===== src/logic/core_pkg.sv =====
package core_pkg;

	localparam int xlen = 32;
	localparam int reg_aw = 5;
	localparam int dmem_words = 256;
	localparam int dmem_aw = $clog2(dmem_words);

	// execute functions, ALU group first, then branch compares
	typedef enum logic [4:0] {
		alu_none,
		alu_add,
		alu_sub,
		alu_and,
		alu_or,
		alu_xor,
		alu_sll,
		alu_srl,
		alu_sra,
		alu_slt,
		alu_sltu,
		alu_jalr,
		alu_copy1,
		br_beq,
		br_bne,
		br_blt,
		br_bge,
		br_bltu,
		br_bgeu
	} alu_op_e;

	typedef enum logic [1:0] {
		mem_none,
		mem_load,
		mem_store
	} mem_op_e;

	typedef enum logic [1:0] {
		wb_none,
		wb_alu,
		wb_mem,
		wb_pc4
	} wb_sel_e;

	typedef struct packed {
		logic               valid;
		logic [xlen-1:0]    pc;
		alu_op_e            exe_fun;
		logic [xlen-1:0]    op1;
		logic [xlen-1:0]    op2;
		logic [xlen-1:0]    rs2_data;
		logic [xlen-1:0]    imm_b;
		mem_op_e            mem_op;
		wb_sel_e            wb_sel;
		logic [reg_aw-1:0]  rd;
	} id_ex_t;

	typedef struct packed {
		logic               valid;
		logic [xlen-1:0]    pc;
		logic [xlen-1:0]    alu_out;
		logic [xlen-1:0]    rs2_data;
		mem_op_e            mem_op;
		wb_sel_e            wb_sel;
		logic [reg_aw-1:0]  rd;
	} ex_mem_t;

	typedef struct packed {
		logic               valid;
		logic [reg_aw-1:0]  rd;
		logic [xlen-1:0]    data;
	} mem_wb_t;

endpackage

===== src/logic/reg_file.sv =====
module reg_file
	import core_pkg::*;
(
	input  logic              clk,
	input  logic [reg_aw-1:0] rs1,
	input  logic [reg_aw-1:0] rs2,
	input  mem_wb_t           wb,
	input  logic              stall,
	output logic [xlen-1:0]   rs1_data,
	output logic [xlen-1:0]   rs2_data
);

	logic [xlen-1:0] regs [32];

	// x0 is never stored and reads as zero
	assign rs1_data = (rs1 == '0) ? '0 : regs[rs1];
	assign rs2_data = (rs2 == '0) ? '0 : regs[rs2];

	always_ff @(posedge clk) begin
		if (wb.valid && wb.rd != '0 && !stall) begin
			regs[wb.rd] <= wb.data;
		end
	end

	// x0 stays zero even right after a writeback that targets it
	a_x0_zero: assert property (
		@(posedge clk)
		(wb.valid && wb.rd == '0) |=> ((rs1 == '0) -> (rs1_data == '0))
	);

endmodule


===== config.mk =====
export PLATFORM = sky130hd
export DESIGN_NAME = reg_file
export DESIGN_NICKNAME = d
export VERILOG_FILES = /design/src/logic/core_pkg.sv /design/src/logic/reg_file.sv
export SDC_FILE = /design/constraint.sdc
export NUM_CORES = 1
export LEC_CHECK = 0
export BUFFER_PORTS_ARGS = -buffer_cell sky130_fd_sc_hd__buf_2
export CAP_MARGIN = 25
export CORE_MARGIN = 10
export CORE_UTILIZATION = 60
export CTS_BUF_LIST = sky130_fd_sc_hd__clkbuf_8
export CTS_CLUSTER_SIZE = 40
export DETAILED_ROUTE_END_ITERATION = 6
export PLACE_DENSITY = 0.87
export SYNTH_ARGS = -nofsm -noshare
export SYNTH_HDL_FRONTEND = slang
export SYNTH_SLANG_ARGS = --single-unit

===== constraint.sdc =====
create_clock -name clk -period 2.9 [get_ports clk]
set_input_delay 0.29 -clock clk [delete_from_list [all_inputs] [get_ports clk]]
set_output_delay 0.29 -clock clk [all_outputs]
set_load 0.005 [all_outputs]

[Word-level counts from Yosys, hierarchy flattened]
Memories as Yosys holds them, arrays and structs flattened.
Index checks and enable logic that the tools add are counted.
Storage, ports and cells
  bits in registers: 0
  logic and storage cells: 11
  output and inout bits: 64
  memories kept: 1
  input port bits: 50
  bits in writable memories: 1024
Memories
  regs: depth 32, bits a word 32, rd ports 2, clocked after memory_dff 0, write ports 1, line reg_file.sv:13  | logic [xlen-1:0] regs [32];
Operators by class
  reductions and logical operators: 6
  muxes and demuxes: 4
Operators by type and width (count)
  32-bit two-way mux: 2
  5-bit logical NOT: 2
  5-bit nonzero test: 1
  1-bit logical AND: 2
  1-bit two-way mux: 2
  1-bit logical NOT: 1

[Depth between registers and ports, before layout]
  depth in word-level cells: 5
  depth in mapped cells: 9
  depth with buffers taken out: 4

[Worst setup path before layout]
OpenSTA, ideal clock, no wires.
  kind: input-to-reg
  start: input wb[35] in the netlist's numbering
  end: memory regs[4][0] (enable)
  slack: 0.315 ns
  cell stages on the path: 2
  arrival time: 2.164 ns
  required time: 2.479 ns
  buffers on the path: 0
  library setup time: 0.421 ns
  path through: or3b_2 nor2_1
On the way
  cells in the longest elaborated chain, start to end: 5
Ends and longest elaborated chain
  start: declaration: line reg_file.sv:7  | input mem_wb_t wb,
  5-bit nonzero test: line reg_file.sv:20  | if (wb.valid && wb.rd != '0 && !stall) begin
  1-bit logical AND (2 in series): line reg_file.sv:20
  1-bit two-way mux: line reg_file.sv:20
  1-bit two-way mux (not written as such): line reg_file.sv:21  | regs[wb.rd] <= wb.data;
  end: declaration: line reg_file.sv:13
Several ways; a longest one is shown, not always the timed one.

==> flow_metrics.py <==
metrics = {
    "power_and_ir_drop": {
        "switching_share_pct": 24.5,
        "clkPwrFrac_pct": 36.1,
        "p_sw_uw": 7580,
        "static-leakage-power_uw": 0.0182,
        "ir_worst_vdd_mv": 0.466,
        "p_int_uw": 23400,
        "pwr-share-seq_pct": 53.2,
        "total_power_uw": 31000,
        "combPwrFrac_pct": 10.7,
        "power_density_nw_per_um2": 563,
    },
    "synth": {
        "syn_area_per_cell_um2": 19.9,
        "synth_top_area_share_pct": 65.2,
        "synthFlopType": "edfxtp_1",
        "synth_simple_gate_area_share_pct": 1.53,
        "synth_seq_cells": 1024,
        "synth_compound_area_share_pct": 5.48,
        "synth_top_family_by_area": "multiplexers",
        "synthTopCellsByArea": "edfxtp_1 (65%), mux4_2 (20%), mux2i_1 (4.6%)",
        "synthCells": 2370,
        "synthAdderAreaFrac_pct": 0,
        "synth_area_um2": 47200,
        "synth.mux.area_fraction_pct": 25.4,
        "ys_async_sr_fraction_pct": 0,
        "synth_edf_count": 1024,
        "ys_types": 40,
        "yosysSeqAreaShare_pct": 65.2,
        "synth_top_cell_by_area": "edfxtp_1",
        "synth_xor_area_share_pct": 0,
        "ys_warn_count": 0,
    },
    "final_layout": {
        "final_nets": 2741,
        "biggestRegsByFlops": "regs: 1024 flops",
        "final_common_cell": "edfxtp_1",
        "largest-register": "regs",
        "fillCellCount": 4142,
        "layout_common_cells": "edfxtp_1 (1024), mux4_2 (422), mux2i_1 (203), clkbuf_8 (165), buf_4 (119)",
        "multi_input_area_um2": 16800,
        "seq_area_um2": 30700,
        "layout-drive-gt1-share_pct": 39.8,
        "area_delta_synth_final_pct": 16.6,
        "largest_reg_flops": 1024,
        "fin_area_um2": 55000,
    },
    "critical_path": {
        "cp.depth": 5,
        "startpoint": "regs[7][4]",
        "path_max_fanout": 2,
        "start_kind": "flop",
        "cp.arrival_ps": 2730,
        "cp-end-kind": "output port",
        "crit_path_top_delay_cell": "mux4_2",
        "critical_path_buf_inv_count": 2,
        "critPathTopFamily": "multiplexers",
        "max_stage_delay_ps": 640,
        "critical_path_class": "reg2out",
        "crit_chain": "mux4_2 > inv_1 > a21oi_1 > a211o_1 > buf_2",
        "required_ps": 2610,
    },
    "run_status": {
        "status": "finished, violations left",
        "violations": "negative setup slack",
    },
    "clock_network": {
        "cts_buffers": 157,
        "cts_tree": "built",
        "cts_max_level": 4,
        "clock_sinks": 1024,
        "clk_path_buf_depth": 3,
        "path_clk_slew_ps": 70,
        "clock-root-buffer": "clkbuf_8",
    },
    "grt": {
        "antenna_found_initial": 16,
        "grt_pass1_vias": 30700,
        "grtUsageTotal_pct": 33.5,
        "grt_overflow": 0,
        "grt_first_pass_wirelength_mm": 215,
        "grt_max_degree": 83,
    },
    "timing": {
        "worst_slew_pin_slew_ps": 958,
        "max_freq_ghz": 0.331,
        "rsz0062_at_grt": "true",
        "drv_slew": 0,
        "slew-limit-headroom_pct": 36.1,
        "setup_viol": 13,
        "setup_ws_ps": -119,
        "min_period_ps": 3020,
        "finalCritPeriodShare_pct": 104,
        "hold_viol": 0,
    },
    "floorplanning": {
        "coreArea_um2": 77700,
        "row_count": 102,
        "initial_core_util_pct": 60.7,
        "die_h_um": 300,
        "die-width_um": 300,
        "io_pins": 114,
        "die-area_um2": 90300,
    },
    "min_path": {
        "min-delay-start": "wb[32]",
        "whs_path_depth": 4,
        "hp-class": "in2reg",
    },
    "drt": {
        "wl_per_cell_um": 40.3,
        "drtIter0Drc": 5988,
        "vias_per_cell": 7.92,
        "dr.pass1.iters": 6,
        "drc_errors": 0,
        "vias": 30500,
        "routed_wl_mm": 155,
        "ant_nets": 0,
    },
    "run": {
        "maxCapViolations": 0,
    },
    "placement": {
        "dpl_cell_area_um2": 50700,
        "hpwl_mm": 87.8,
        "globalplace.congestion": 0.871,
        "portBuffers": 113,
    },
}
worst min-delay path, delay by kind of cell:
family	cells	cell delay, ps
buffers and inverters	2	370
and+or+nand+nor	2	260
power groups by stage:
stage | Sequential [µW] | Clock, µW | Combinational (µW)
finish | 16500 | 11200 | 3320
global route | 16500 | 11800 | 3400
CTS | 16500 | 11100 | 3100
detailed placement | 16800 | 0 | 2880
global placement | 16800 | 0 | 2780
floorplan | 16800 | 0 | 1640
synthesized netlist by cell type, types with 2 or more instances:
library cell  count
mux4_2          422
o22ai_1          59
a211o_1          26
nand2b_1          2
a22o_1           67
a221oi_1         27
nor2b_1          14
a2111oi_0         7
a21oi_1          26
nor4_1            6
clkbuf_1         96
nor2_1           62
nor3_1           32
mux2i_1         217
buf_2            49
nand3_1           2
o221ai_1         31
inv_1            28
buf_4            23
nand3b_1          6
mux2_2           27
nand2_1           5
buf_6            21
or3_1             3
buf_1             8
edfxtp_1       1024
or3b_2            3
a211oi_1         41
a2111oi_2        25
area by class of cell:
type,count,share of cell area [%]
Sequential cell,1024,55.9
Multi-Input combinational cell,1152,30.5
Timing Repair Buffer,328,5.87
Clock buffer,165,4.13
Tap cell,1040,2.37
Clock inverter,110,1.05
Inverter,28,0.191
Antenna cell,6,0.0273
logic make-up (layout without fill, tap and decap cells):
group | count (synthesis) | after routing
AND/OR/NAND/NOR | 143 | 143
multiplexers | 666 | 666
buffers and inverters | 225 | 631
flip-flops | 1024 | 1024
AO/OA/AOI/OAI | 311 | 311
other | 1 | 38
through the flow:
| stage | cells | setup TNS (ps) | hold slack, ps | utilization [%] | worst slack [ps] |
|---|---|---|---|---|---|
| after global routing | 3850 | -1170 | 299 | 70.8 | -132 |
| final | 3853 | -561 | 316 | 70.8 | -119 |
| after detailed placement | 3544 | -76.5 | 783 | 65.3 | -76.5 |
| after CTS | 3848 | -366 | 255 | 70.3 | -57.5 |
| after floorplan | 2401 | 0 | 389 | - | 315 |
| after global placement | 3541 | -237 | 755 | 65.2 | -163 |
what timing repair did:
action | CTS | global route
endpoints found under the hold margin | 1024 | 0
hold buffers | 32 | 0
resized for setup | 124 | 55
pin swaps | 44 | 19
setup endpoints to repair | 43 | 37
setup buffers | 3 | 0
routing by layer:
layer	vias up	share of wire [%]	global-route usage (%)
li1	11000	-	-
met1	15100	30	41.1
met2	3648	46	50.5
met3	821	18	13.1
met4	12	6.9	19.0
met5	-	0.048	0
path summary, 6_finish.rpt:
path / end
min: regs[17][7]
max: rs1_data[4]
Power figures use the tool's default switching activity.
