===== src/logic/core_pkg.sv =====
package core_pkg;

	localparam int xlen = 32;
	localparam int reg_aw = 5;
	localparam int dmem_words = 256;
	localparam int dmem_aw = $clog2(dmem_words);

	// execute functions, ALU group first, then branch compares
	typedef enum logic [4:0] {
		alu_none,
		alu_add,
		alu_sub,
		alu_and,
		alu_or,
		alu_xor,
		alu_sll,
		alu_srl,
		alu_sra,
		alu_slt,
		alu_sltu,
		alu_jalr,
		alu_copy1,
		br_beq,
		br_bne,
		br_blt,
		br_bge,
		br_bltu,
		br_bgeu
	} alu_op_e;

	typedef enum logic [1:0] {
		mem_none,
		mem_load,
		mem_store
	} mem_op_e;

	typedef enum logic [1:0] {
		wb_none,
		wb_alu,
		wb_mem,
		wb_pc4
	} wb_sel_e;

	typedef struct packed {
		logic               valid;
		logic [xlen-1:0]    pc;
		alu_op_e            exe_fun;
		logic [xlen-1:0]    op1;
		logic [xlen-1:0]    op2;
		logic [xlen-1:0]    rs2_data;
		logic [xlen-1:0]    imm_b;
		mem_op_e            mem_op;
		wb_sel_e            wb_sel;
		logic [reg_aw-1:0]  rd;
	} id_ex_t;

	typedef struct packed {
		logic               valid;
		logic [xlen-1:0]    pc;
		logic [xlen-1:0]    alu_out;
		logic [xlen-1:0]    rs2_data;
		mem_op_e            mem_op;
		wb_sel_e            wb_sel;
		logic [reg_aw-1:0]  rd;
	} ex_mem_t;

	typedef struct packed {
		logic               valid;
		logic [reg_aw-1:0]  rd;
		logic [xlen-1:0]    data;
	} mem_wb_t;

endpackage

===== src/logic/decode_stage.sv =====
module decode_stage
	import core_pkg::*;
(
	input  logic              clk,
	input  logic              rst_n,
	input  logic              instr_valid,
	input  logic [31:0]       instr,
	input  logic [xlen-1:0]   pc,
	input  logic              stall,
	input  logic [xlen-1:0]   rs1_data,
	input  logic [xlen-1:0]   rs2_data,
	output logic [reg_aw-1:0] rs1,
	output logic [reg_aw-1:0] rs2,
	output id_ex_t            id_ex
);

	// RV32I major opcodes handled by this slice
	typedef enum logic [6:0] {
		op_lui    = 7'b0110111,
		op_jalr   = 7'b1100111,
		op_branch = 7'b1100011,
		op_load   = 7'b0000011,
		op_store  = 7'b0100011,
		op_imm    = 7'b0010011,
		op_reg    = 7'b0110011
	} opcode_e;

	logic [6:0]      opcode;
	logic [2:0]      funct3;
	logic [xlen-1:0] imm_i;
	logic [xlen-1:0] imm_s;
	logic [xlen-1:0] imm_b;
	logic [xlen-1:0] imm_u;
	id_ex_t          nxt;

	function automatic alu_op_e alu_fun(input logic [2:0] f3, input logic alt);
		case (f3)
			3'b000: return alt ? alu_sub : alu_add;
			3'b001: return alu_sll;
			3'b010: return alu_slt;
			3'b011: return alu_sltu;
			3'b100: return alu_xor;
			3'b101: return alt ? alu_sra : alu_srl;
			3'b110: return alu_or;
			default: return alu_and;
		endcase
	endfunction

	assign opcode = instr[6:0];
	assign funct3 = instr[14:12];
	assign rs1    = instr[19:15];
	assign rs2    = instr[24:20];

	assign imm_i = {{20{instr[31]}}, instr[31:20]};
	assign imm_s = {{20{instr[31]}}, instr[31:25], instr[11:7]};
	assign imm_b = {{19{instr[31]}}, instr[31], instr[7], instr[30:25], instr[11:8], 1'b0};
	assign imm_u = {instr[31:12], 12'b0};

	always_comb begin
		nxt          = '0;
		nxt.valid    = instr_valid;
		nxt.pc       = pc;
		nxt.exe_fun  = alu_none;
		nxt.op1      = rs1_data;
		nxt.op2      = rs2_data;
		nxt.rs2_data = rs2_data;
		nxt.imm_b    = imm_b;
		nxt.mem_op   = mem_none;
		nxt.wb_sel   = wb_none;
		nxt.rd       = instr[11:7];
		case (opcode)
			op_lui: begin
				nxt.op1     = '0;
				nxt.op2     = imm_u;
				nxt.exe_fun = alu_add;
				nxt.wb_sel  = wb_alu;
			end
			op_jalr: begin
				nxt.op2     = imm_i;
				nxt.exe_fun = alu_jalr;
				nxt.wb_sel  = wb_pc4;
			end
			op_branch: begin
				case (funct3)
					3'b000: nxt.exe_fun = br_beq;
					3'b001: nxt.exe_fun = br_bne;
					3'b100: nxt.exe_fun = br_blt;
					3'b101: nxt.exe_fun = br_bge;
					3'b110: nxt.exe_fun = br_bltu;
					3'b111: nxt.exe_fun = br_bgeu;
					default: nxt.exe_fun = alu_none;
				endcase
			end
			op_load: begin
				// word access only
				if (funct3 == 3'b010) begin
					nxt.op2     = imm_i;
					nxt.exe_fun = alu_add;
					nxt.mem_op  = mem_load;
					nxt.wb_sel  = wb_mem;
				end
			end
			op_store: begin
				if (funct3 == 3'b010) begin
					nxt.op2     = imm_s;
					nxt.exe_fun = alu_add;
					nxt.mem_op  = mem_store;
				end
			end
			op_imm: begin
				nxt.op2     = imm_i;
				nxt.exe_fun = alu_fun(funct3, instr[30] && funct3 == 3'b101);
				nxt.wb_sel  = wb_alu;
			end
			op_reg: begin
				nxt.exe_fun = alu_fun(funct3, instr[30]);
				nxt.wb_sel  = wb_alu;
			end
			default: ;
		endcase
	end

	always_ff @(posedge clk) begin
		if (!rst_n) begin
			id_ex.valid <= 1'b0;
		end else if (!stall) begin
			id_ex <= nxt;
		end
	end

endmodule


===== config.mk =====
export PLATFORM = sky130hd
export DESIGN_NAME = decode_stage
export DESIGN_NICKNAME = d
export VERILOG_FILES = /design/src/logic/core_pkg.sv /design/src/logic/decode_stage.sv
export SDC_FILE = /design/constraint.sdc
export NUM_CORES = 1
export LEC_CHECK = 0
export ABC_CLOCK_PERIOD_IN_PS = 8350
export BUFFER_PORTS_ARGS = -buffer_cell sky130_fd_sc_hd__buf_4
export CAP_MARGIN = 20
export CORE_MARGIN = 5
export CORE_UTILIZATION = 45
export CTS_CLUSTER_SIZE = 28
export DETAILED_ROUTE_END_ITERATION = 8
export MAX_ROUTING_LAYER = met4
export PLACE_DENSITY = 0.8
export SYNTH_ARGS = -nofsm -noshare
export SYNTH_HDL_FRONTEND = slang
export SYNTH_SLANG_ARGS = --single-unit

===== constraint.sdc =====
create_clock -name clk -period 8.35 [get_ports clk]
set_input_delay 0 -clock clk [delete_from_list [all_inputs] [get_ports clk]]
set_output_delay 0 -clock clk [all_outputs]
set_load 0.1 [all_outputs]

Yosys cells after proc, flatten, opt, wreduce, memory -nomap -nowiden:

Index checks and enable logic that the tools add are counted.

* reduce and logical (&&, ||, !) cells: 6
* equality and inequality tests: 14
* bitwise gates (word level): 1
* multiplexer cells: 16

Operator list (number)
* case mux 32 bit (4 select lines): 1
* 2-to-1 mux 32 bit: 2
* case mux 5 bit (6 select lines): 2
* case mux 4 bit (7 select lines): 2
* == test 7 x 6 -> 1 bit, second input constant: 3
* == test 7 bit, second input constant: 2
* == test 3 bit, second input constant: 4
* 2-to-1 mux 4 bit: 2
* == test 7 x 2 -> 1 bit, second input constant: 1
* == test 7 x 5 -> 1 bit, second input constant: 1
* == test 3 x 2 -> 1 bit, second input constant: 2
* 2-to-1 mux 2 bit: 3
* case mux 2 bit (3 select lines): 1
* case mux 2 bit (2 select lines): 1
* OR reduction 2 bit: 2
* == test 3 x 1 -> 1 bit, second input constant: 1
* logical NOT 3 bit: 1
* 2-to-1 mux 3 bit: 1
* OR reduction 3 bit: 1
* AND reduction 2 bit: 1
* logical AND 1 bit: 1
* 2-to-1 mux 1 bit: 1
* NOT 1 bit: 1

* logic and storage cells: 47
* input port bits: 132
* output and inout port bits: 185
* register bits: 155

Logic depth before layout (Yosys ltp):

* depth after elaboration: 5
* gate-level depth with buffers: 7
* mapped depth without buffers: 5

Least setup slack after synthesis:

Ideal clock, no wire load.

* kind: input to register
* from: input port stall
* to: register id_ex[0] (netlist name), enable pin
* data arrival time: 6606 ps
* required time: 7670 ps
* path buffers: 0
* setup time: 680 ps
* stages on the path: 1
* slack: 1064 ps
* cell sequence: nor2b_1

* cells in the longest elaborated chain, start to end: 2

RTL lines
* start, declared: line decode_stage.sv:9 `input logic stall,`
* NOT 1 bit (no line)
* AND reduction 2 bit (no line)
* end signal, assigned: line decode_stage.sv:127 `id_ex <= nxt;`
* end, declared: line decode_stage.sv:14 `output id_ex_t id_ex`

No other way between the ends.
A chain may end at the register's enable or synchronous reset.

Worst setup path in the final report:

* from: input port rst_n
* to: register id_ex[104] (netlist name), enable pin

* cells in the longest elaborated chain, start to end: 1

RTL lines
* start, declared: line decode_stage.sv:5 `input logic rst_n,`
* AND reduction 2 bit (no line)

No other way between the ends.

==> out/results.tsv <==
stage	metric	value	unit
worst_setup_path	Worst path top cell family by delay	buffers and inverters	
sta	RSZ-0062 raised after global routing	no	
cts	number of setup buffers added after CTS	0	
sta	fmax	413.5	MHz
cells_and_area	# nets final	887	
cells_and_area	layout cells sized above 1	46.81	%
synth	most frequent cell after synthesis	edfxtp_1	
sta	Setup TNS Final	0	ns
placement	RD Place Congestion	0.8557	
synth	Syn Inst Count	345	
synth	largest cells by area after synthesis	edfxtp_1, buf_4, nor2b_1	
pwr	leakage power total	4.100	nW
pwr	cell internal power dissipation	1.579	mW
sta	worst clock skew	0	ns
pwr	sequential share of power	37.5	%
routing	routed vias	4723	
synth	count of flip-flops with a built-in enable after synthesis	149	
cells_and_area	register name with the most flops	id_ex	
die	Site Rows	41	
sta	final period demand of the worst path	2.418	ns
synth	Synth top area share	76.99	%
cts	clock tree from TritonCTS	built	
synth	Synthesized Nets	477	
routing	number of DRC markers in iteration 0	366	
die	Die H	123.6	µm
synth	summed instance area of the synthesized netlist	0.005812	mm²
routing	number of nets with antenna violations after detailed routing	0	
pwr	IR drop worst, VDD	0.1290	mV
cts	number of CTS-inserted buffers	17	
routing	routed wire length per instance	22.18	µm
pwr	clock network fraction of total power	34.0	%
global_routing	overall routing resource usage	27.23	%
die	Boundary Pins	317	
cts	number of levels the H-tree was split into	4	
cells_and_area	area delta synth->final	71.41	%
sta	Final Hold Vio Count	0	
synth	fraction of registers with async set or reset after synthesis	0	%
die	core region area	0.01262	mm²
global_routing	initial antenna violation count	1	
hold_path	class of the worst hold path	in -> reg	
cts	maximum clock path buffer count	2	
worst_setup_path	worst setup path category	in -> reg	
synth	Yosys warning count	0	
placement	buffers added on ports	315	
cells_and_area	biggest registers after layout	id_ex: 150 flops	
global_routing	number of global-route vias before repair	5002	
cells_and_area	number of flip-flops in the largest register	150	
worst_setup_path	kind of start point of the critical path	input pin	
sta	Max Transition Viols Final	0	
synth	Mean Syn Cell Area	16.85	µm²
synth	commonest register cell after synthesis	edfxtp_1	
synth	area leader, netlist	edfxtp_1	
synth	part of the Yosys area used for sequential elements	77.33	%
global_routing	Congestion Overflow GR	0	
global_routing	pin count of the biggest net entering global routing	80	
sta	pin slew with the least headroom to its limit	1.042	ns
worst_setup_path	Critical Path Sink Type	register	
cts	clock transition at the registers of the reported paths	0.05	ns
global_routing	first-pass GRT wire length	28990	µm
routing	detail-routed via count per cell	5.024	
die	effective utilization at floorplan	46.05	%
worst_setup_path	slowest stage cell on the critical path	buf_4	
pwr	Net Switching	838.7	µW
worst_setup_path	most numerous cell on the critical path	buf_4	
worst_setup_path	maximum single-stage delay on the critical path	0.88	ns
die	Total Die Area	0.01529	mm²
worst_setup_path	cell-by-cell listing of the critical path	dlygate4sd3_1, buf_4, nor2b_4, buf_4, buf_4	
die	chip width	123.6	µm
synth	Distinct cells, synth	41	
worst_setup_path	Buf+Inv Stages, Crit Path	4	
synth	total of flip-flops plus latches after synthesis	150	
routing	number of iterations in the first detailed-routing pass	5	
flow_run	MaxCap Viol Count	0	
worst_setup_path	Req. time, crit path	8.38	ns
cts	CTS root buffer	clkbuf_16	
sta	post-route clock period utilization	28.96	%
routing	wire length reported by the detailed router	20850	µm
cells_and_area	final design utilization	78.94	%
worst_setup_path	signal arrival time at the worst endpoint	2.44	ns
run_status	result of the run	completed	
cts	clock latency at the later pin of the worst-skew pair	0.41	ns
worst_setup_path	maximum fanout along the worst path	79	
synth	top cell types by occurrence after synthesis	edfxtp_1, nor2b_1, buf_4, a221o_1, nand2_1	
pwr	power per cell area	242.7	mW/mm²
sta	setup-violating endpoint count in the final report	0	
cts	clock sinks	150	
routing	DRC Markers	0	
sta	worst slew margin relative to its limit	30.53	%
pwr	switching part of the total power	34.69	%
placement	post-DP HPWL	12830	µm
pwr	Logic pwr share	28.4	%
[stage by stage]
| step | setup WS (ns) | cell area, µm² | hold WS (ns) | total power [mW] | instances |
|---|---|---|---|---|---|
| floorplan | 1.064 | 5812 | 0.09887 | 1.410 | 345 |
| global placement | 6.157 | 8088 | 0.1790 | 1.544 | 784 |
| detailed placement | 6.097 | 8088 | 0.1794 | 1.551 | 784 |
| CTS | 6.005 | 9952 | 0.01240 | 2.413 | 938 |
| global route | 5.833 | 9962 | 0.03299 | 2.479 | 940 |
| finish | 5.932 | 9962 | 0.03832 | 2.418 | 940 |
[cells by family after synthesis]
kind of cell	Yosys count	share of synthesized area, %
mux	3	0.5382
flops	150	77.33
xor+xnor	2	0.3015
other cells	1	0.06452
compound gates	61	8.074
buf+inv	52	6.007
simple gates	76	7.686
[worst register-to-register path, delay by kind of cell (launching register included)]
kind	cells	cell delay, ns
buffers and inverters	1	0.55
multiplexers	1	0.13
AND/OR/NAND/NOR	1	0.06
flip-flops	1	0.32
[power groups by stage]
stage | logic [mW] | clock network [mW] | registers (mW)
after floorplan | 0.131 | 0 | 1.28
after global placement | 0.627 | 0 | 0.917
after detailed placement | 0.632 | 0 | 0.919
after CTS | 0.682 | 0.827 | 0.905
after global routing | 0.702 | 0.867 | 0.910
final | 0.687 | 0.823 | 0.907
[worst paths after layout]
check,from,to,slack [ns],cells after the start
max,rst_n,id_ex[104],5.93,5
min,instr[5],id_ex[137],0.04,3
max reg2reg,id_ex[174],id_ex[174],7.19,3
min reg2reg,id_ex[174],id_ex[174],1.08,3
[cell usage in the layout (no fill, tap or decap), types with 7 or more instances in the layout]
| master | count |
|---|---|
| a22o_1 | 7 |
| a221o_1 | 17 |
| buf_4 | 319 |
| a21oi_1 | 10 |
| dlygate4sd3_1 | 123 |
| nor2b_1 | 37 |
| nand2_1 | 17 |
| edfxtp_1 | 149 |
| clkbuf_16 | 17 |
| o21ai_0 | 10 |
[what timing repair did]
action | in CTS | in global routing
resized for setup | 0 | 0
hold endpoints to repair | 141 | 0
hold buffers | 123 | 0
[layout make-up]
| type | instances | area [µm²] |
|---|---|---|
| timing repair buffer | 442 | 3626 |
| inverter | 1 | 3.754 |
| clock inverter | 13 | 203.9 |
| multi-input combinational | 143 | 987.2 |
| clock buffer | 18 | 429.2 |
| sequential | 150 | 4494 |
| tap | 172 | 215.2 |
| antenna | 1 | 2.502 |
| fill | 711 | 2658 |
[per-layer routing]
layer  track usage, %  vias up  routed length (µm)  share of wire [%]
met5                -        -                   0                  0
met4            10.52        0                 631                3.0
met3            6.358       50                1632                7.8
met2            49.54      267               11510                 55
met1            28.47     2300                7077                 34
li1                 -     2106                   -                  -
Power figures use the tool's default switching activity.
