[config.mk]
export PLATFORM = sky130hd
export DESIGN_NAME = execute_stage
export DESIGN_NICKNAME = d
export VERILOG_FILES = /design/src/logic/core_pkg.sv /design/src/logic/execute_stage.sv
export SDC_FILE = /design/constraint.sdc
export NUM_CORES = 1
export LEC_CHECK = 0
export CORE_MARGIN = 5
export CORE_UTILIZATION = 61
export CTS_CLUSTER_DIAMETER = 150
export DETAILED_ROUTE_END_ITERATION = 10
export DONT_BUFFER_PORTS = 1
export PLACE_DENSITY_LB_ADDON = 0.2
export SLEW_MARGIN = 15
export SYNTH_ARGS = -nofsm -noshare
export SYNTH_HDL_FRONTEND = slang
export SYNTH_SLANG_ARGS = --single-unit
[constraint.sdc]
create_clock -name clk -period 17.1 [get_ports clk]
set_input_delay 1.71 -clock clk [delete_from_list [all_inputs] [get_ports clk]]
set_output_delay 1.71 -clock clk [all_outputs]
set_load 0.02 [all_outputs]
[src/logic/core_pkg.sv]
package core_pkg;

	localparam int xlen = 32;
	localparam int reg_aw = 5;
	localparam int dmem_words = 256;
	localparam int dmem_aw = $clog2(dmem_words);

	// execute functions, ALU group first, then branch compares
	typedef enum logic [4:0] {
		alu_none,
		alu_add,
		alu_sub,
		alu_and,
		alu_or,
		alu_xor,
		alu_sll,
		alu_srl,
		alu_sra,
		alu_slt,
		alu_sltu,
		alu_jalr,
		alu_copy1,
		br_beq,
		br_bne,
		br_blt,
		br_bge,
		br_bltu,
		br_bgeu
	} alu_op_e;

	typedef enum logic [1:0] {
		mem_none,
		mem_load,
		mem_store
	} mem_op_e;

	typedef enum logic [1:0] {
		wb_none,
		wb_alu,
		wb_mem,
		wb_pc4
	} wb_sel_e;

	typedef struct packed {
		logic               valid;
		logic [xlen-1:0]    pc;
		alu_op_e            exe_fun;
		logic [xlen-1:0]    op1;
		logic [xlen-1:0]    op2;
		logic [xlen-1:0]    rs2_data;
		logic [xlen-1:0]    imm_b;
		mem_op_e            mem_op;
		wb_sel_e            wb_sel;
		logic [reg_aw-1:0]  rd;
	} id_ex_t;

	typedef struct packed {
		logic               valid;
		logic [xlen-1:0]    pc;
		logic [xlen-1:0]    alu_out;
		logic [xlen-1:0]    rs2_data;
		mem_op_e            mem_op;
		wb_sel_e            wb_sel;
		logic [reg_aw-1:0]  rd;
	} ex_mem_t;

	typedef struct packed {
		logic               valid;
		logic [reg_aw-1:0]  rd;
		logic [xlen-1:0]    data;
	} mem_wb_t;

endpackage
[src/logic/execute_stage.sv]
module execute_stage
	import core_pkg::*;
(
	input  logic            clk,
	input  logic            rst_n,
	input  id_ex_t          id_ex,
	input  logic            stall,
	output ex_mem_t         ex_mem,
	output logic            br_taken,
	output logic [xlen-1:0] br_target
);

	logic [xlen-1:0] op1;
	logic [xlen-1:0] op2;
	logic [xlen-1:0] sum;
	logic [xlen-1:0] alu_out;
	logic            lt_s;
	logic            lt_u;
	logic            br_cond;
	logic            is_branch;

	assign op1  = id_ex.op1;
	assign op2  = id_ex.op2;
	assign sum  = op1 + op2;
	assign lt_s = $signed(op1) < $signed(op2);
	assign lt_u = op1 < op2;

	assign is_branch = id_ex.exe_fun inside {br_beq, br_bne, br_blt, br_bge, br_bltu, br_bgeu};

	always_comb begin
		case (id_ex.exe_fun)
			alu_add:   alu_out = sum;
			alu_sub:   alu_out = op1 - op2;
			alu_and:   alu_out = op1 & op2;
			alu_or:    alu_out = op1 | op2;
			alu_xor:   alu_out = op1 ^ op2;
			alu_sll:   alu_out = op1 << op2[4:0];
			alu_srl:   alu_out = op1 >> op2[4:0];
			alu_sra:   alu_out = $signed(op1) >>> op2[4:0];
			alu_slt:   alu_out = {{(xlen-1){1'b0}}, lt_s};
			alu_sltu:  alu_out = {{(xlen-1){1'b0}}, lt_u};
			// jump target, low bit dropped
			alu_jalr:  alu_out = {sum[xlen-1:1], 1'b0};
			alu_copy1: alu_out = op1;
			default:   alu_out = '0;
		endcase
	end

	always_comb begin
		case (id_ex.exe_fun)
			br_beq:  br_cond = (op1 == op2);
			br_bne:  br_cond = (op1 != op2);
			br_blt:  br_cond = lt_s;
			br_bge:  br_cond = !lt_s;
			br_bltu: br_cond = lt_u;
			br_bgeu: br_cond = !lt_u;
			default: br_cond = 1'b0;
		endcase
	end

	always_ff @(posedge clk) begin
		if (!rst_n) begin
			ex_mem.valid <= 1'b0;
			br_taken     <= 1'b0;
		end else if (!stall) begin
			ex_mem <= '{
				valid:    id_ex.valid,
				pc:       id_ex.pc,
				alu_out:  alu_out,
				rs2_data: id_ex.rs2_data,
				mem_op:   id_ex.mem_op,
				wb_sel:   id_ex.wb_sel,
				rd:       id_ex.rd
			};
			br_taken  <= id_ex.valid && br_cond;
			br_target <= id_ex.pc + id_ex.imm_b;
		end
	end

	// a taken flag needs a valid branch in the cycle before
	a_br_taken_src: assert property (
		@(posedge clk) disable iff (!rst_n)
		(!stall && !(id_ex.valid && is_branch)) |=> !br_taken
	);

endmodule

# After elaboration in Yosys (flattened, before gate mapping)
# Cells that the tools add are included.
# totals
wordCells	47
input_bits	178
output_inout_bits	139
regBits	139
# classes
reduce_logical	4
n_shift	3
bitwise_logic	4
add_sub_neg	3
order_cmp	2
mux	2
n_eq_ne	20
# ops
operator	count
$pmux 32 s12	1
$add 32x32->32	2
$lt 32x32->1	2
$eq 5x4->1 const B	8
$and 32x32->32	1
$eq 32x32->1	1
$ne 32x32->1	1
$or 32x32->32	1
$shl 32x5->32	1
$shr 32x5->32	1
$sshr 32x5->32	1
$sub 32x32->32	1
$xor 32x32->32	1
$eq 5x3->1 const B	4
$eq 5x5->1 const B	3
$eq 5x2->1 const B	2
$pmux 1 s6	1
$eq 5x1->1 const B	1
$logic_not 1->1	2
$reduce_and 2->1	1
$logic_and 1x1->1	1
$not 1->1	1

# Depth between registers and ports, before layout
# Gate-level depths: netlist of the first run.
# logic_depth
ltp_word	4
ltp_mapped	16
mapped_depth_nobuf	13

# Worst setup path after synthesis of the first run
# OpenSTA, ideal clock, no wires.
# synth_timing
path_kind	input port to flip-flop
startpoint	input port stall
endpoint	register br_target[0], enable pin
t_required_ns	16.446
arrival_ns	7.787
slack_ns	8.659
cell_stages	1
setup_ns	0.654
path_buffers	0
cell_sequence	nor2b_1
# synth_via
elab_chain_cells	2
# synth_lines
item	line_no	rtl
start: declaration	execute_stage.sv:7	input logic stall,
$not 1->1 (no line)	--	
$reduce_and 2->1 (no line)	--	
end signal: assignment	execute_stage.sv:76	br_target <= id_ex.pc + id_ex.imm_b;
end: declaration	execute_stage.sv:10	output logic [xlen-1:0] br_target
# Every way passes these cells.
# A chain may end at the register's enable or synchronous reset.

# Final worst setup path of the first run
# layout_timing
startpoint	input port id_ex[77] (netlist bit)
endpoint	register ex_mem[70] (netlist bit), data pin
# layout_via
elab_chain_cells	2
elab_cells_between_ends	6
classes_between	add/sub: 2; shift: 3; mux: 1
# layout_lines
item	line_no	rtl
start: declaration	execute_stage.sv:6	input id_ex_t id_ex,
$add 32x32->32, or another cell as far along	execute_stage.sv:24	assign sum = op1 + op2;
$pmux 32 s12 (*)	execute_stage.sv:31	case (id_ex.exe_fun)
named net alu_out[29]	execute_stage.sv:16	logic [xlen-1:0] alu_out;
end signal: assignment	execute_stage.sv:66	ex_mem <= '{
end: declaration	execute_stage.sv:8	output ex_mem_t ex_mem,
# The timed path passes the listed nets; every way through them passes the cells marked *.

==> impl_metrics.toml, run 1 <==
[synth]
synth_common_cells = "nor2_1, a21oi_1, edfxtp_1, ha_1, nand2_1"
synth_cells = 1657
synth_area_mm2 = 0.0143
post-synth-top-count-cell = "nor2_1"
yosys.area_share.simple = 0.158
ys_seq_area_frac = 0.290
synth_cell_types = 86
ys_async_sr_fraction = 0
muxShareOfSynthArea = 0.104
synth-edff-count = 137
synth_compound_area_frac = 0.253
synth_area_per_cell_um2 = 8.66
synth_seq_cells = 139
synth_xor_xnor_area_share = 0.0202
synthAdderAreaFrac = 0.116
synth_ff_type = "edfxtp_1"
synth_top_family_by_area = "compound AO/OA/AOI/OAI gates"
synth_top_area_frac = 0.287
synth_fp_nets = 1966
ys_warn_count = 0
yosys-top-cells-area = "edfxtp_1, ha_1, mux4_2, nor2_1, a21oi_1"
yosysTopAreaCell = "edfxtp_1"

[timing]
hold_violations = 0
worst_slew_pin_slew_ns = 1.10
fin_tns_setup_ns = 0
fmax_mhz = 194
finalSetupViolCount = 0
period_share = 0.302
max_slew_margin = 0.260
grt_setup_unrepaired = "false"
drv_slew = 0
fin_crit_ns = 5.16
finClkSkew_ns = 0

[routing]
num_vias = 13616
wl_per_cell_um = 25.7
drt_first_pass_iters = 6
ant_nets = 0
wirelength_um = 49300
drc_errors = 0
drt_iter0_drc = 2304
routed_via_density = 7.11

[setup_path]
required_ns = 17.28
timing.rr.end = "br_taken"
crit_chain = "clkinv_1 -> ha_1 -> o211ai_1 -> o211ai_1 -> or4b_1 -> a22oi_1 -> a211oi_1 -> nor2_1 -> nand4_1 -> a21oi_1 -> o21ai_0 -> o21a_1"
critical_path_buf_inv_count = 1
crit_type = "in2reg"
endpoint_kind = "flip-flop"
cp_top_family = "compound AO/OA/AOI/OAI gates"
rr_worst_depth = 3
crit_top_cell = "o211ai_1"
slowest_delay_ns = 0.71
cp_max_fo = 44
startpoint_type = "primary input"
cp_slowest_cell = "ha_1"
worstSetupStartpoint = "id_ex[77]"
cp_num_cells = 12
cp.arrival_ns = 5.34
critPathCapture = "ex_mem[70]"
worst-r2r-setup-slack_ns = 16.16
r2r_start = "br_taken"

[hold_path]
hp-class = "reg2reg"

[pwr]
leakagePower_nw = 5.81
p_per_area_mw_per_mm2 = 76.6
peakVddDrop_uv = 58.8

[run]
max_cap_viol_count = 0

[cells_and_area]
syn_to_final_growth_pct = 4.83
drive_gt1_frac = 0.0746
fin_util = 0.644
nets = 1891

[die]
die-area_mm2 = 0.0267
fp.dieW_um = 163
core_mm2 = 0.0233
start_util = 0.615
rows = 56
die_h_um = 163
io_pins = 317

[clock_network]
post_cts_buffers = 0
cts.sinks = 139
clkSlewWorstSetupHoldPaths_ns = 0.07
root_buffer = "clkbuf_16"
post_cts.resized_instances = 0
insertion_delay_ns = 0.43
cts_buffers = 17
htreeDepth = 4
clock_path_buffers = 2
cts_tree = "done"
postCtsHoldBufs = 0

[status]
status = "finished clean"

[global_routing]
grt_pass1_vias = 12426
track_usage = 0.355
antenna_found_initial = 2
grt_max_degree = 82
grt_pass1_wl_um = 73600
grt_overflow = 0

[place]
io_buffers = 0
dp_hpwl_um = 37500
place_congestion = 1.06
==> per-stage QoR <==
stage	power [W]	hold slack (ns)	std cells	area [um2]	setup WS, ns
detailed placement	0.000765	0.574	1882	14400	11.61
floorplan	0.000703	0.546	1657	14300	8.66
global route	0.00120	0.605	1915	15000	11.74
finish	0.00115	0.581	1915	15000	11.94
CTS	0.00115	0.585	1914	15000	12.08
global placement	0.000759	0.563	1882	14400	11.71
==> report_power, final <==
part	internal (W)	switching, W	total (W)
clock network	0.000209	0.000175	0.000384
logic	0.000120	0.000188	0.000308
registers	0.000413	0.0000459	0.000459
total	0.000743	0.000409	0.00115
==> logic make-up after synthesis <==
group / Yosys count
and+or+nand+nor: 491
AOI/OAI and AO/OA: 548
DFF: 139
buffers and inverters: 219
adders and majority gates: 131
muxes: 96
xor gates and xnor gates: 33
==> registers in the layout (all words and copies together), names as in the netlist <==
signal / flops
br_taken: 1
br_target: 32
ex_mem: 106
==> routing by layer <==
layer / track usage / wire [um] / up-vias
met4: 0.140 / 2150 / 2
met1: 0.478 / 18700 / 6435
met5: 0 / 13 / -
met2: 0.565 / 22500 / 960
met3: 0.0722 / 5910 / 132
li1: - / - / 6087
==> final cells by class <==
cell class / instances / area (um2)
repair buffers: 13 / 97.6
diodes: 1 / 2.50
flip-flops and latches: 139 / 4150
fillers: 1950 / 8300
clock inverters: 15 / 170
multi-input cells: 1299 / 9370
inverters: 112 / 420
well taps: 319 / 399
clock buffers: 17 / 425
==> cells in the final DEF (no fill, tap or decap), types with 13 or more instances in the layout <==
master / instances
a21oi_1: 146
o221ai_1: 13
nor2_1: 202
o21a_1: 14
a21o_1: 20
o21ai_0: 112
o22ai_1: 19
nand3_1: 33
a22oi_1: 15
xnor2_1: 24
inv_1: 109
a211oi_1: 17
o21bai_1: 18
clkbuf_16: 17
a31oi_1: 13
o211ai_1: 25
mux4_2: 41
nand2b_1: 16
nor3_1: 22
ha_1: 128
a221oi_1: 28
edfxtp_1: 137
mux2i_1: 46
buf_4: 13
nand2_1: 116
or3_1: 15
==> how the worst min path moves through the flow <==
stage	from	to	slack, ns	cells past startpoint
2_1_floorplan	ex_mem[105]	ex_mem[105]	0.55	2
3_3_place_gp	ex_mem[105]	ex_mem[105]	0.56	2
3_5_place_dp	ex_mem[105]	ex_mem[105]	0.57	2
4_1_cts	ex_mem[105]	ex_mem[105]	0.58	2
5_1_grt	ex_mem[105]	ex_mem[105]	0.60	2
6_report	ex_mem[105]	ex_mem[105]	0.58	2
==> worst reg2reg max path, stage by stage (launching register included) <==
cell	delay, ns
dfxtp_1	0.38
nand2_1	0.10
nand3_1	0.07
o311a_1	0.28
No activity file was read; power rests on OpenSTA's default activity.
==> run 2: changes to the inputs <==
--- a/config.mk
+++ b/config.mk
@@ -6,7 +6,7 @@
 export NUM_CORES = 1
 export LEC_CHECK = 0
 export CORE_MARGIN = 5
-export CORE_UTILIZATION = 61
+export CORE_UTILIZATION = 60
 export CTS_CLUSTER_DIAMETER = 150
 export DETAILED_ROUTE_END_ITERATION = 10
 export DONT_BUFFER_PORTS = 1
==> constraint.sdc (replaced) <==
create_clock -name clk -period 4.6 [get_ports clk]
set_input_delay 0.46 -clock clk [delete_from_list [all_inputs] [get_ports clk]]
set_output_delay 0.46 -clock clk [all_outputs]
set_load 0.02 [all_outputs]
==> impl_metrics.toml, run 2 (same netlist as run 1, synthesis figures left out) <==
[cells_and_area]
nets = 1897
regMostFlops = "ex_mem"
top_regs = "ex_mem x106, br_target x32, br_taken x1"
drive_gt1_frac = 0.0775
antennaDiodeCount = 0
fill_cells = 1941
largest_reg_flops = 106
syn_to_final_growth_pct = 5.26
final_common_cell = "nor2_1"
final_cell_mix = "nor2_1, a21oi_1, edfxtp_1, ha_1, nand2_1"

[place]
io_buffers = 0
place_congestion = 1.05
post-place-ws_ns = 0.764
dp_hpwl_um = 38500

[timing]
grt_setup_unrepaired = "false"
hold_violations = 0
finClkSkew_ns = 0
drv_slew = 0
final.setup.worst_slack_ns = 1.01
fin_crit_ns = 3.59
max_slew_margin = 0.339
finalSetupViolCount = 0
period_share = 0.780
fin_tns_setup_ns = 0
fmax_mhz = 279
worst_slew_pin_slew_ns = 0.983

[setup_path]
timing.rr.end = "br_taken"
cp.arrival_ns = 3.78
cp_slowest_cell = "a211oi_1"
crit_type = "in2reg"
slowest_delay_ns = 0.65
endpoint_kind = "flip-flop"
startpoint_type = "primary input"
cp_max_fo = 81
required_ns = 4.79
r2r_start = "br_taken"
worst-r2r-setup-slack_ns = 3.67
crit_chain = "inv_1 -> ha_1 -> a211oi_1 -> o211ai_1 -> or4b_1 -> a22oi_1 -> a211oi_1 -> nor3_1 -> nor2_1 -> nor4b_1 -> o32a_1 -> a31oi_1"
crit_top_cell = "a211oi_1"
rr_worst_depth = 3

[routing]
drt_first_pass_iters = 8
wl_per_cell_um = 26.9
num_vias = 13834
ant_nets = 0
routed_via_density = 7.21
wirelength_um = 51600
drc_errors = 0
drt_iter0_drc = 1841

[die]
start_util = 0.611
die-area_mm2 = 0.0271
rows = 56
die_h_um = 165
io_pins = 317
fp.dieW_um = 165
core_mm2 = 0.0235

[clock_network]
htreeDepth = 4
post_cts_buffers = 0
post_cts.resized_instances = 0
insertion_delay_ns = 0.43
clock_path_buffers = 2
root_buffer = "clkbuf_16"
cts_buffers = 17
cts_tree = "done"
postCtsHoldBufs = 0
clkSlewWorstSetupHoldPaths_ns = 0.08
cts.sinks = 139

[global_routing]
grt_pass1_vias = 12910
grt_max_degree = 129
grt_overflow = 0
antenna_found_initial = 0
grt_pass1_wl_um = 76700
track_usage = 0.366

[pwr]
clkPwrFrac = 0.339
combPwrFrac = 0.266
switchingPower_w = 0.00155
p_int_w = 0.00276
leakagePower_nw = 5.84
power_switching_share = 0.360
p_per_area_mw_per_mm2 = 286
p_seq_frac = 0.395
peakVddDrop_uv = 174

[status]
status = "finished clean"

[hold_path]
min_to = "ex_mem[80]"
hold_depth = 0
worstHoldStart = "id_ex[149]"
hp-class = "in2reg"

[run]
max_cap_viol_count = 0
==> run 2: changes by cell type in the layout (fill, tap and decap cells not counted), sizes merged <==
cell      delta
diode        -1
clkinvlp     +1
buf          +6
inv          -2
clkinv       +1
==> run 2: worst max-delay path by stage <==
stage | slack, ns | end | from
final | 1.01 | ex_mem[72] | id_ex[74]
after CTS | 1.20 | ex_mem[72] | id_ex[74]
after floorplan | 0.13 | ex_mem[70] | id_ex[75]
after global placement | 0.83 | ex_mem[72] | id_ex[74]
after detailed placement | 0.76 | ex_mem[66] | id_ex[74]
after global routing | 0.79 | ex_mem[66] | id_ex[74]
==> run 2: metrics by stage <==
stage          utilization  std cells  hold WS [ns]  total power [W]  area, um2
2_1_floorplan            -       1657         0.546          0.00261      14300
3_3_place_gp         0.618       1888         0.559          0.00283      14500
3_5_place_dp         0.618       1888         0.559          0.00285      14500
4_1_cts              0.643       1920         0.109          0.00429      15100
5_1_grt              0.643       1920        0.0941          0.00447      15100
6_report             0.643       1920         0.110          0.00432      15100
==> run 2: cell type report <==
cell class	instances	area (um2)	share of cell area
timing repair buffer	19	168	0.0111
clock inverter	15	174	0.0115
tap	319	399	0.0264
inverter	112	420	0.0278
multi-input combinational	1299	9360	0.620
clock buffer	17	425	0.0282
sequential	139	4150	0.275
==> run 2: power groups by stage <==
stage	Combinational, W	Sequential, W	Clock [W]
after floorplan	0.000891	0.00172	0
after global placement	0.00110	0.00174	0
after detailed placement	0.00111	0.00174	0
after CTS	0.00112	0.00171	0.00146
after global routing	0.00124	0.00172	0.00151
final	0.00115	0.00171	0.00146
==> run 2: metal layers <==
layer | global-route usage | vias to the layer above | routed length [um]
met5 | 0 | - | 0
met4 | 0.195 | 0 | 3050
met3 | 0.0866 | 206 | 5920
met2 | 0.587 | 1047 | 23800
met1 | 0.460 | 6488 | 18800
li1 | - | 6093 | -
==> run 2: critical path: cells and delay by family <==
kind / cells / cell delay (ns)
compound gates: 6 / 1.69
fa+ha+maj: 1 / 0.36
buf+inv: 1 / 0.28
simple gates: 4 / 0.95
==> run 3: changes to the inputs <==
==> constraint.sdc (replaced) <==
create_clock -name clk -period 3 [get_ports clk]
set_input_delay 0.3 -clock clk [delete_from_list [all_inputs] [get_ports clk]]
set_output_delay 0.3 -clock clk [all_outputs]
set_load 0.02 [all_outputs]
==> impl_metrics.toml, run 3 (same netlist as run 1, synthesis figures left out) <==
[status]
status = "complete, but fails checks"
violations = "design-rule violations"

[setup_path]
crit_top_cell = "buf_4"
cp_max_fo = 69
cp_slowest_cell = "a211oi_2"
crit_chain = "ha_1 -> buf_4 -> a211oi_1 -> buf_4 -> o211ai_1 -> or4b_4 -> a22oi_2 -> a211oi_2 -> nor3_1 -> nor2_1 -> nor4b_1 -> o32a_1 -> a31oi_1"
required_ns = 3.17
startpoint_type = "primary input"
slowest_delay_ns = 0.43
endpoint_kind = "flip-flop"
cp.arrival_ns = 3.13
crit_type = "in2reg"

[cells_and_area]
drive_gt1_frac = 0.168
final_common_cell = "nor2_1"
nets = 2120
final-instance-count-excl-fill = 2144
regMostFlops = "ex_mem"
syn_to_final_growth_pct = 20.6
largest_reg_flops = 106
final_cell_mix = "nor2_1, buf_4, a21oi_1, edfxtp_1, ha_1"
top_regs = "ex_mem x106, br_target x32, br_taken x1"

[clock_network]
clock_path_buffers = 2
htreeDepth = 4
root_buffer = "clkbuf_16"
clkSlewWorstSetupHoldPaths_ns = 0.07
insertion_delay_ns = 0.42
cts_buffers = 17
cts_tree = "done"
cts.sinks = 139

[timing]
fin_tns_setup_ns = 0
finClkSkew_ns = 0
drv_slew = 0
period_share = 0.987
hold_violations = 0
worst_slew_pin_slew_ns = 0.755
max_slew_margin = 0.497
fin_crit_ns = 2.96
finalSetupViolCount = 0
fmax_mhz = 338

[global_routing]
grt_max_degree = 82
grt_pass1_vias = 14095
antenna_found_initial = 2
grt_overflow = 0
grt_pass1_wl_um = 82100
track_usage = 0.393

[pwr]
p_per_area_mw_per_mm2 = 416
peakVddDrop_uv = 320
leakagePower_nw = 6.95

[die]
die-area_mm2 = 0.0271
core_mm2 = 0.0235
start_util = 0.611
rows = 56
io_pins = 317
fp.dieW_um = 165
die_h_um = 165

[hold_path]
hp-class = "in2reg"

[routing]
drt_iter0_drc = 1956
wirelength_um = 55400
ant_nets = 0
drc_errors = 2
routed_via_density = 6.91
drt_first_pass_iters = 11
wl_per_cell_um = 25.8
num_vias = 14824

[place]
place_congestion = 1.05
dp.cells = 2035
io_buffers = 0
dp_hpwl_um = 40700

[run]
max_cap_viol_count = 0
run 3: cell types whose count changed in the layout (fill, tap and decap cells not counted), sizes merged:
| cell | delta |
|---|---|
| clkinv | -1 |
| bufinv | +2 |
| dlygate4sd3 | +74 |
| buf | +149 |
| diode | +1 |
| clkinvlp | -1 |
run 3: report_power, final:
part,internal (W),total (W),switching [W]
sequential,0.00235,0.00262,0.000263
combinational,0.000978,0.00218,0.00120
clock,0.00136,0.00241,0.00104
run 3: metrics by stage:
step	total power (W)	hold slack, ns	util	instance area, um2	worst slack [ns]
global route	0.00746	0.0225	0.737	17300	-0.0223
floorplan	0.00407	0.399	-	14700	-0.229
CTS	0.00713	0.00610	0.734	17200	0.00857
finish	0.00720	0.0279	0.737	17300	0.0385
detailed placement	0.00467	0.399	0.675	15900	-0.492
global placement	0.00463	0.399	0.675	15900	-0.332
run 3: area by class of cell:
type / count / area, um2
repair buffers: 242 / 2080
multi-input cells: 1299 / 9560
clock inverters: 15 / 219
inverters: 112 / 457
clock buffers: 17 / 425
flip-flops and latches: 139 / 4150
diodes: 1 / 2.50
fillers: 1770 / 6180
well taps: 319 / 399
run 3: what timing repair did:
item,CTS,global route
buffers inserted,0,2
pin swaps,1,6
resized for setup,2,7
endpoints found under the setup margin,2,4
endpoints found under the hold margin,73,1
hold buffers,73,1
run 3: final timing paths:
path	start	to	slack [ns]	cells after the start
worst min-delay path	rst_n	ex_mem[105]	0.03	1
worst min register to register	ex_mem[105]	ex_mem[105]	0.58	2
worst max-delay path	id_ex[73]	ex_mem[72]	0.04	13
worst max register to register	br_taken	br_taken	2.00	3
run 3: worst max-delay path: cells and delay by family:
family	cells	cell delay, ns
and+or+nand+nor	4	0.97
AOI/OAI and AO/OA	6	1.27
buffers and inverters	2	0.33
adders and majority gates	1	0.21
run 3: layer usage:
layer  share of wire  vias up  global-route usage
met2            0.47     1077               0.656
li1                -     6552                   -
met4           0.058        2               0.191
met3            0.12      198              0.0983
met5         0.00020        -                   0
met1            0.36     6995               0.475
